<file path="config.mk">
export PLATFORM = sky130hd
export DESIGN_NAME = cache_engine
export DESIGN_NICKNAME = d
export VERILOG_FILES = /design/src/source/cache_pkg.sv /design/src/source/tag_set_store.sv /design/src/source/hierarchy_controller.sv /design/src/source/access_counters.sv /design/src/source/cache_engine.sv
export SDC_FILE = /design/constraint.sdc
export NUM_CORES = 2
export LEC_CHECK = 0
export BUFFER_PORTS_ARGS = -buffer_cell sky130_fd_sc_hd__buf_2
export CORE_MARGIN = 2
export CORE_UTILIZATION = 45
export CTS_CLUSTER_DIAMETER = 40
export DETAILED_ROUTE_END_ITERATION = 6
export SLEW_MARGIN = 10
export SYNTH_ARGS = -nofsm -noshare
export SYNTH_HDL_FRONTEND = slang
export SYNTH_MEMORY_MAX_BITS = 65536
export SYNTH_SLANG_ARGS = --single-unit
</file>
<file path="constraint.sdc">
create_clock -name clk -period 6.8 [get_ports clk]
set_input_delay 1.02 -clock clk [delete_from_list [all_inputs] [get_ports clk]]
set_output_delay 1.02 -clock clk [all_outputs]
set_load 0.01 [all_outputs]
</file>
<file path="src/source/cache_pkg.sv">
package cache_pkg;

  ////////////////////////////////////////
  // Geometry shared by both levels
  ////////////////////////////////////////

  // Every level moves whole blocks of this many bytes
  parameter int block_bytes = 64;

  // Low address bits that select a byte inside a block
  parameter int offset_bits = $clog2(block_bytes);

  ////////////////////////////////////////
  // Scalar types
  ////////////////////////////////////////

  // Byte address as it arrives with a request
  typedef logic [31:0] addr_t;

  // Block number, the address with its offset stripped
  // Each level takes its set index from the low bits of this value
  typedef logic [31-offset_bits:0] tag_t;

  // One statistics counter, wraps at full width
  typedef logic [15:0] count_t;

  typedef enum logic {
    replace_fifo = 1'b0,
    replace_lru  = 1'b1
  } replace_policy_t;

  typedef enum logic {
    write_through = 1'b0,
    write_back    = 1'b1
  } write_policy_t;

  typedef enum logic {
    op_read  = 1'b0,
    op_write = 1'b1
  } cache_op_t;

  ////////////////////////////////////////
  // Bundles
  ////////////////////////////////////////

  typedef struct packed {
    replace_policy_t replace_policy;
    write_policy_t   write_policy;
  } cache_cfg_t;

  typedef struct packed {
    addr_t     addr;
    cache_op_t op;
  } cache_req_t;

  // The L2 flag is only set when L1 missed and L2 then hit
  typedef struct packed {
    logic hit_l1;
    logic hit_l2;
  } cache_resp_t;

  typedef struct packed {
    count_t reads;
    count_t hits;
    count_t misses;
    count_t writes;
  } level_stats_t;

  // Summary of one finished request, handed to the counters
  typedef struct packed {
    cache_op_t op;
    logic      hit_l1;
    logic      l2_looked;
    logic      hit_l2;
  } access_event_t;

endpackage

</file>
<file path="src/source/tag_set_store.sv">
`timescale 1ns/1ps

module tag_set_store #(
  parameter int num_sets = 8,
  parameter int assoc = 4
) (
  input  logic                     clk,
  input  logic                     reset,
  input  cache_pkg::tag_t          lookup_tag,
  output logic                     hit,
  output logic [$clog2(assoc)-1:0] hit_way,
  input  logic                     update,
  input  logic [$clog2(assoc)-1:0] promote
);

  localparam int index_bits = $clog2(num_sets);
  localparam int way_bits = $clog2(assoc);

  // Each set is an ordered list, way 0 holds the newest entry
  // and way assoc-1 holds the one that goes out next
  cache_pkg::tag_t tags [num_sets][assoc];

  // Valid bits replace the old habit of treating a zero tag as empty
  logic [num_sets-1:0][assoc-1:0] valid;

  logic [index_bits-1:0] set_idx;

  // The set index is simply the low bits of the block number
  assign set_idx = lookup_tag[index_bits-1:0];

  ////////////////////////////////////////
  // Lookup
  ////////////////////////////////////////

  // Compare every way of the indexed set at once
  // Walking downward lets the lowest matching way win
  always_comb begin
    hit = 1'b0;
    hit_way = '0;
    for (int w = assoc - 1; w >= 0; w--) begin
      if (valid[set_idx][w] && (tags[set_idx][w] == lookup_tag)) begin
        hit = 1'b1;
        hit_way = way_bits'(w);
      end
    end
  end

  ////////////////////////////////////////
  // Ordered-list update
  ////////////////////////////////////////

  // Ways 0 to promote-1 move one place toward the old end, so the
  // entry sitting at promote is overwritten and thereby dropped
  // Ways above promote keep their place
  always_ff @(posedge clk) begin
    if (update) begin
      for (int w = 1; w < assoc; w++) begin
        if (way_bits'(w) <= promote) begin
          tags[set_idx][w] <= tags[set_idx][w-1];
        end
      end
      // The requested block always lands at the newest position
      tags[set_idx][0] <= lookup_tag;
    end
  end

  // Valid bits follow the same shift as the tags
  always_ff @(posedge clk) begin
    if (reset) begin
      valid <= '0;
    end else if (update) begin
      for (int w = 1; w < assoc; w++) begin
        if (way_bits'(w) <= promote) begin
          valid[set_idx][w] <= valid[set_idx][w-1];
        end
      end
      valid[set_idx][0] <= 1'b1;
    end
  end

  // A promote past the last way would leave the old entry in place
  // while still inserting the new one, giving two copies of a block
  // The controller only ever sends way numbers taken from this store
  // or the fixed last way, so that case cannot come up

endmodule

</file>
<file path="src/source/hierarchy_controller.sv">
`timescale 1ns/1ps

module hierarchy_controller #(
  parameter int l1_assoc = 4,
  parameter int l2_assoc = 8
) (
  input  logic                        clk,
  input  logic                        reset,
  input  cache_pkg::cache_cfg_t       cfg,
  input  logic                        req_valid,
  output logic                        req_ready,
  input  cache_pkg::cache_req_t       req,
  output logic                        resp_valid,
  input  logic                        resp_ready,
  output cache_pkg::cache_resp_t      resp,
  output cache_pkg::tag_t             lookup_tag,
  input  logic                        l1_hit,
  input  logic [$clog2(l1_assoc)-1:0] l1_hit_way,
  input  logic                        l2_hit,
  input  logic [$clog2(l2_assoc)-1:0] l2_hit_way,
  output logic                        l1_update,
  output logic [$clog2(l1_assoc)-1:0] l1_promote,
  output logic                        l2_update,
  output logic [$clog2(l2_assoc)-1:0] l2_promote,
  output logic                        event_valid,
  output cache_pkg::access_event_t    access_event
);

  localparam int l1_way_bits = $clog2(l1_assoc);
  localparam int l2_way_bits = $clog2(l2_assoc);

  typedef enum logic [1:0] {
    idle,
    l1_lookup,
    l2_lookup,
    respond
  } state_t;

  state_t state;

  // Request and replacement policy held for the whole transaction
  cache_pkg::cache_req_t req_q;
  cache_pkg::replace_policy_t replace_q;

  // Lookup results, registered per level
  logic l1_hit_q;
  logic l2_hit_q;
  logic l2_looked_q;
  logic [l1_way_bits-1:0] l1_way_q;
  logic [l2_way_bits-1:0] l2_way_q;

  // First cycle in respond, where the stores and counters commit
  logic finish;

  ////////////////////////////////////////
  // FSM
  ////////////////////////////////////////

  always_ff @(posedge clk) begin
    if (reset) begin
      state <= idle;
      resp_valid <= 1'b0;
      l1_hit_q <= 1'b0;
      l2_hit_q <= 1'b0;
      l2_looked_q <= 1'b0;
    end else begin
      case (state)
        idle: if (req_valid) state <= l1_lookup;
        l1_lookup: begin
          l1_hit_q <= l1_hit;
          l2_hit_q <= 1'b0;
          l2_looked_q <= 1'b0;
          // L2 is only consulted when L1 misses
          state <= l1_hit ? respond : l2_lookup;
        end
        l2_lookup: begin
          l2_hit_q <= l2_hit;
          l2_looked_q <= 1'b1;
          state <= respond;
        end
        respond: begin
          // Raise the response on the commit edge, then wait for the taker
          if (!resp_valid) begin
            resp_valid <= 1'b1;
          end else if (resp_ready) begin
            resp_valid <= 1'b0;
            state <= idle;
          end
        end
        default: state <= idle;
      endcase
    end
  end

  // Payload captures
  always_ff @(posedge clk) begin
    if (state == idle && req_valid) begin
      req_q <= req;
      replace_q <= cfg.replace_policy;
    end
    if (state == l1_lookup) l1_way_q <= l1_hit_way;
    if (state == l2_lookup) l2_way_q <= l2_hit_way;
  end

  ////////////////////////////////////////
  // Outputs
  ////////////////////////////////////////

  assign req_ready = (state == idle);
  assign finish = (state == respond) && !resp_valid;

  // Both stores see the same block number
  assign lookup_tag = req_q.addr[$bits(cache_pkg::addr_t)-1:cache_pkg::offset_bits];

  assign resp.hit_l1 = l1_hit_q;
  assign resp.hit_l2 = l2_hit_q;

  // A FIFO hit leaves the list alone, an LRU hit moves the way to the
  // front and a miss pushes out the oldest way
  assign l1_update = finish && !(l1_hit_q && replace_q == cache_pkg::replace_fifo);
  assign l1_promote = l1_hit_q ? l1_way_q : l1_way_bits'(l1_assoc - 1);
  assign l2_update = finish && l2_looked_q &&
                     !(l2_hit_q && replace_q == cache_pkg::replace_fifo);
  assign l2_promote = l2_hit_q ? l2_way_q : l2_way_bits'(l2_assoc - 1);

  assign event_valid = finish;
  assign access_event.op = req_q.op;
  assign access_event.hit_l1 = l1_hit_q;
  assign access_event.l2_looked = l2_looked_q;
  assign access_event.hit_l2 = l2_hit_q;

endmodule

</file>
<file path="src/source/access_counters.sv">
`timescale 1ns/1ps

module access_counters (
  input  logic                       clk,
  input  logic                       reset,
  input  logic                       event_valid,
  input  cache_pkg::access_event_t   access_event,
  input  cache_pkg::write_policy_t   write_policy,
  output cache_pkg::level_stats_t    l1_stats,
  output cache_pkg::level_stats_t    l2_stats
);

  logic is_write;

  assign is_write = (access_event.op == cache_pkg::op_write);

  always_ff @(posedge clk) begin
    if (reset) begin
      l1_stats <= '0;
      l2_stats <= '0;
    end else if (event_valid) begin
      // Every request is an L1 read
      l1_stats.reads <= l1_stats.reads + 1'b1;
      if (access_event.hit_l1) begin
        l1_stats.hits <= l1_stats.hits + 1'b1;
      end else begin
        l1_stats.misses <= l1_stats.misses + 1'b1;
      end

      // L2 only counts requests that reached it
      if (access_event.l2_looked) begin
        l2_stats.reads <= l2_stats.reads + 1'b1;
        if (access_event.hit_l2) begin
          l2_stats.hits <= l2_stats.hits + 1'b1;
        end else begin
          l2_stats.misses <= l2_stats.misses + 1'b1;
        end
      end

      // Write-through sends every write to both levels
      // Write-back only charges a level where the block was missing
      if (is_write) begin
        if (write_policy == cache_pkg::write_through) begin
          l1_stats.writes <= l1_stats.writes + 1'b1;
          l2_stats.writes <= l2_stats.writes + 1'b1;
        end else begin
          if (!access_event.hit_l1) l1_stats.writes <= l1_stats.writes + 1'b1;
          if (access_event.l2_looked && !access_event.hit_l2) begin
            l2_stats.writes <= l2_stats.writes + 1'b1;
          end
        end
      end
    end
  end

endmodule

</file>
<file path="src/source/cache_engine.sv">
`timescale 1ns/1ps

module cache_engine (
  input  logic                     clk,
  input  logic                     reset,
  input  cache_pkg::cache_cfg_t    cfg,
  input  logic                     req_valid,
  output logic                     req_ready,
  input  cache_pkg::cache_req_t    req,
  output logic                     resp_valid,
  input  logic                     resp_ready,
  output cache_pkg::cache_resp_t   resp,
  output cache_pkg::level_stats_t  l1_stats,
  output cache_pkg::level_stats_t  l2_stats
);

  ////////////////////////////////////////
  // Geometry of the two levels
  ////////////////////////////////////////

  // Sizes in bytes, set counts follow from block size and ways
  localparam int l1_bytes = 2048;
  localparam int l1_assoc = 4;
  localparam int l1_num_sets = l1_bytes / (cache_pkg::block_bytes * l1_assoc);
  localparam int l2_bytes = 8192;
  localparam int l2_assoc = 8;
  localparam int l2_num_sets = l2_bytes / (cache_pkg::block_bytes * l2_assoc);

  cache_pkg::tag_t lookup_tag;
  logic l1_hit;
  logic l2_hit;
  logic [$clog2(l1_assoc)-1:0] l1_hit_way;
  logic [$clog2(l2_assoc)-1:0] l2_hit_way;
  logic l1_update;
  logic l2_update;
  logic [$clog2(l1_assoc)-1:0] l1_promote;
  logic [$clog2(l2_assoc)-1:0] l2_promote;
  logic event_valid;
  cache_pkg::access_event_t access_event;

  hierarchy_controller #(.l1_assoc(l1_assoc), .l2_assoc(l2_assoc)) controller (
    .clk, .reset, .cfg, .req_valid, .req_ready, .req, .resp_valid, .resp_ready, .resp,
    .lookup_tag, .l1_hit, .l1_hit_way, .l2_hit, .l2_hit_way,
    .l1_update, .l1_promote, .l2_update, .l2_promote, .event_valid, .access_event
  );

  tag_set_store #(.num_sets(l1_num_sets), .assoc(l1_assoc)) l1_store (
    .clk, .reset, .lookup_tag, .hit(l1_hit), .hit_way(l1_hit_way),
    .update(l1_update), .promote(l1_promote)
  );

  tag_set_store #(.num_sets(l2_num_sets), .assoc(l2_assoc)) l2_store (
    .clk, .reset, .lookup_tag, .hit(l2_hit), .hit_way(l2_hit_way),
    .update(l2_update), .promote(l2_promote)
  );

  // The write policy is read live, it only changes between requests
  access_counters counters (
    .clk, .reset, .event_valid, .access_event,
    .write_policy(cfg.write_policy), .l1_stats, .l2_stats
  );

endmodule

</file>
==> results by stage <==
Timing:
- Of the available clock period, the critical path in the final layout requires 0.813.
- The final hold slack is between 150 and 200 ps.
- Setup slack closes at 1270 ps.
- The total negative setup slack is 0 ps.
- Setup repair after global routing left no endpoint under its margin.
- The slew at the pin with the worst max-slew slack is 1410 ps.
- Measured against its own limit, the worst slew margin works out to 0.0626.
- The fmax is 0.181 GHz.
- The final clock skew is ~52 ps.
- The number of hold violations in the final report is 0.
- The final setup violation count is 0.
- The minimum clock period after layout is 5530 ps.
- The number of pins exceeding their max-slew limit in the final report is 0.

Setup path:
- The critical path goes through buf_12, buf_12, mux4_2, mux2_2, and2_1, nor3_1, nand4b_1, or4_1, nor4_2, o31ai_1, buf_4, o22a_1, nor2_1.
- The type of origin of the critical path is a flop.
- The worst setup path is of the reg2reg kind.
- The slowest stage of the critical path is the sky130_fd_sc_hd__dfxtp_4 cell.
- The type of element capturing the critical path is a flop.
- STA puts the critical path data required time at 7760 ps.
- The data arrival time of the worst path is 6480 ps.
- In this design, the critical path's most frequently occurring cell is sky130_fd_sc_hd__buf_12.
- Along the worst path, the maximum fanout reaches 46.
- For this run, the slowest stage of the critical path takes 930 ps.

Routing:
- The final route contains 93263 vias.
- After the first detailed-routing iteration, the DRC count stood at 11697.
- For this block, the routed nets add up to 503000 µm of wire.
- The length of the first detailed-routing pass in iterations is 6.
- In the final routed layout, each cell accounts on average for 32.8 µm.
- The via density per instance is 6.08.
- The count of nets left with antenna violations after detail routing is 0.
- After detailed routing, the number of remaining DRC violations is 0.

Clock tree:
- The TritonCTS clock tree is built.
- The clock tree synthesis step divided the H-tree into 6 levels.
- In this run the post-CTS setup repair buffer count came out at 0.
- Clock-pin slew was measured on the worst setup and hold paths at around 60 ps.
- The clock passes through at most 4 buffers.
- In this run the clock root is driven by a sky130_fd_sc_hd__clkbuf_16.
- The number of gates resized after CTS is 0.
- The worst-skew pair later-pin latency is 1070 ps.
- The CTS buffer count is 545.
- The TritonCTS sink count is 4491.
- The number of buffers inserted by hold repair at cts is 0.

Synthesis:
- Counting flops and latches in the post-synthesis netlist gives between 4000 and 5000.
- The most used standard cell by instance count after synthesis is sky130_fd_sc_hd__edfxtp_1.
- The dominant synthesized flop cell is sky130_fd_sc_hd__edfxtp_1.
- Ranked by instance count, the synthesized netlist is headed by 4193 x sky130_fd_sc_hd__edfxtp_1, 1025 x sky130_fd_sc_hd__mux4_2, 488 x sky130_fd_sc_hd__mux2i_1, 475 x sky130_fd_sc_hd__nand2_1, 426 x sky130_fd_sc_hd__nor2_1.
- Counting flops with a built-in enable in the synthesized netlist gives 4193.
- Sorting the synthesized cells by area gives the leading types as sky130_fd_sc_hd__edfxtp_1 71%, sky130_fd_sc_hd__mux4_2 13%, sky130_fd_sc_hd__dfxtp_1 3.4%, sky130_fd_sc_hd__mux2i_1 2.7%, sky130_fd_sc_hd__xnor2_1 1.3%.
- The share of the yosys chip area belonging to registers is 0.741.
- The number of nets in the synthesized netlist is 9048.
- The share of the synthesized area in the top cell type is 0.708.
- The number of instances in the synthesized netlist is 8997.
- The fraction of registers with async set or reset after synthesis is 0.
- The mapped netlist covers roughly 180000 µm².
- The count of cell types in the netlist is 89.
- The synthesized design spends more area on one cell type than any other, namely sky130_fd_sc_hd__edfxtp_1.
- The number of warnings issued by yosys is 0.
- The mean instance size in the synthesized netlist is 19.8 µm².

Final layout:
- From synthesis to final layout, the design area changed by 15.4%.
- After filler insertion, the fill cell instance count of the layout stands at between 30000 and 40000.
- The share of layout cells above drive strength 1 is 0.277.
- The final core area utilization is 0.522.
- For this run, the post-layout net count is between 9000 and 10000.

Run:
- The reported max-cap violation count is 0.

Die:
- The core area is around 390000 µm².
- The initial core utilization is 0.453.
- Pin placement for this block handled 171 I/O pins.
- The die area is ~400000 µm².
- The die outline height is 633 µm.
- The die is 633 µm wide.
- The site row count is 230.

Status:
- The flow ran to the end, and the final reports show no timing, DRC or antenna violations.

Power:
- Summed over all cells, the static leakage comes to between 60 and 70 nW.
- The peak supply drop is about 0.00034 V.
- In this run the power density over the cells is 436 nW/µm².

Place:
- At the end of routability-driven placement, the weighted congestion stood at 0.843.
- Prior to clock tree synthesis, the placed netlist has a worst setup slack of 1340 ps.
- Input and output buffers added on the ports amount to 164.
- Once detailed placement completed, the half-perimeter wirelength came to 297000 µm.

Global route:
- Entering global routing, the biggest net connects 187 pins.
- The number of antenna violations at the first check in global routing is 30.
- The global-route wire length before repair is 708000 µm.
- For this run, the total global-route usage over all layers was measured as 0.250.
- Global routing finished with a remaining overflow of 0.
- The number of global-route vias before repair is 94349.

Min path:
- The worst hold path belongs to the class in2reg.
cell type report:
cell class | instances | area (µm²) | area share
sequential | 4491 | 132000 | 0.642
multi-input combinational | 3933 | 43800 | 0.213
clock buffer | 665 | 14500 | 0.0705
tap | 5220 | 6530 | 0.0318
timing repair buffer | 611 | 4670 | 0.0227
clock inverter | 320 | 3540 | 0.0172
inverter | 87 | 350 | 0.00171
antenna | 11 | 27.5 | 0.000134
placed cells by master (no fill, tap or decap), types with 43 or more instances in the layout:
| master | count |
|---|---|
| sky130_fd_sc_hd__mux2i_1 | 480 |
| sky130_fd_sc_hd__a21oi_1 | 157 |
| sky130_fd_sc_hd__o21ai_0 | 113 |
| sky130_fd_sc_hd__edfxtp_1 | 4193 |
| sky130_fd_sc_hd__clkinv_2 | 67 |
| sky130_fd_sc_hd__dfxtp_1 | 294 |
| sky130_fd_sc_hd__xor2_1 | 143 |
| sky130_fd_sc_hd__mux4_2 | 1025 |
| sky130_fd_sc_hd__nor2_4 | 79 |
| sky130_fd_sc_hd__inv_6 | 47 |
| sky130_fd_sc_hd__buf_2 | 163 |
| sky130_fd_sc_hd__a22oi_1 | 96 |
| sky130_fd_sc_hd__bufinv_16 | 47 |
| sky130_fd_sc_hd__nor2_1 | 340 |
| sky130_fd_sc_hd__nand2_1 | 475 |
| sky130_fd_sc_hd__mux2_2 | 122 |
| sky130_fd_sc_hd__clkbuf_16 | 559 |
| sky130_fd_sc_hd__clkinv_1 | 68 |
| sky130_fd_sc_hd__inv_1 | 62 |
| sky130_fd_sc_hd__nand4_1 | 43 |
| sky130_fd_sc_hd__xnor2_1 | 260 |
| sky130_fd_sc_hd__buf_4 | 408 |
| sky130_fd_sc_hd__nand3_1 | 65 |
| sky130_fd_sc_hd__clkbuf_1 | 96 |
routing by layer:
metal,part of all wire,vias to the layer above,global-route usage
li1,-,37878,-
met1,0.40,49975,0.344
met2,0.48,4533,0.402
met3,0.091,861,0.0472
met4,0.036,16,0.0822
met5,0.00018,-,0
critical path, delay by kind of cell, from the launching register on:
kind	cells	cell delay [ps]
buffers and inverters	3	940
AO/OA/AOI/OAI	2	370
flip-flops	1	930
multiplexers	2	960
AND/OR/NAND/NOR	6	2090
metrics by stage:
step	total power [mW]	std cells	instance area, µm²
2_1_floorplan	51.8	8997	178000
3_3_place_gp	60.8	14341	187000
3_5_place_dp	61.4	14341	187000
4_1_cts	90.0	15326	205000
5_1_grt	92.5	15331	205000
6_report	89.5	15338	205000
state kept, by name, summed over array words and instances, names as in the netlist, 2 cells and up, named ones only:
| name | cells |
|---|---|
| controller.state | 2 |
| l1_store.valid | 32 |
| controller.l2_way_q | 3 |
| l2_store.valid | 128 |
| controller.lookup_tag | 26 |
| l1_store.tags | 832 |
| controller.l1_way_q | 2 |
| counters.l1_stats | 64 |
| l2_store.tags | 3328 |
| counters.l2_stats | 64 |
final timing paths:
check,cells after the start,endpoint,from,slack [ps]
min reg2reg,2,l2_store.valid[124]$_SDFFE_PP0P_,l2_store.valid[124]$_SDFFE_PP0P_,460
min,1,controller.lookup_tag[19]$_DFFE_PP_,req[26],160
max,13,controller.state[0]$_SDFFE_PP0P_,flop,1270
max reg2reg,13,controller.state[0]$_SDFFE_PP0P_,flop,1270
report_power, final:
group | total, mW | switching (mW) | internal (mW) | leakage [nW]
Combinational | 24.7 | 16.2 | 8.44 | 18.0
Clock | 28.8 | 11.6 | 17.1 | 8.68
Sequential | 36.1 | 0.375 | 35.7 | 40.1
cells by family after synthesis:
logic type | share of synthesized area
xor+xnor | 0.0198
compound gates | 0.0208
fa+ha+maj | 0.000844
simple gates | 0.0323
mux | 0.167
buf+inv | 0.0182
flops | 0.741
Power figures use the tool's default switching activity.
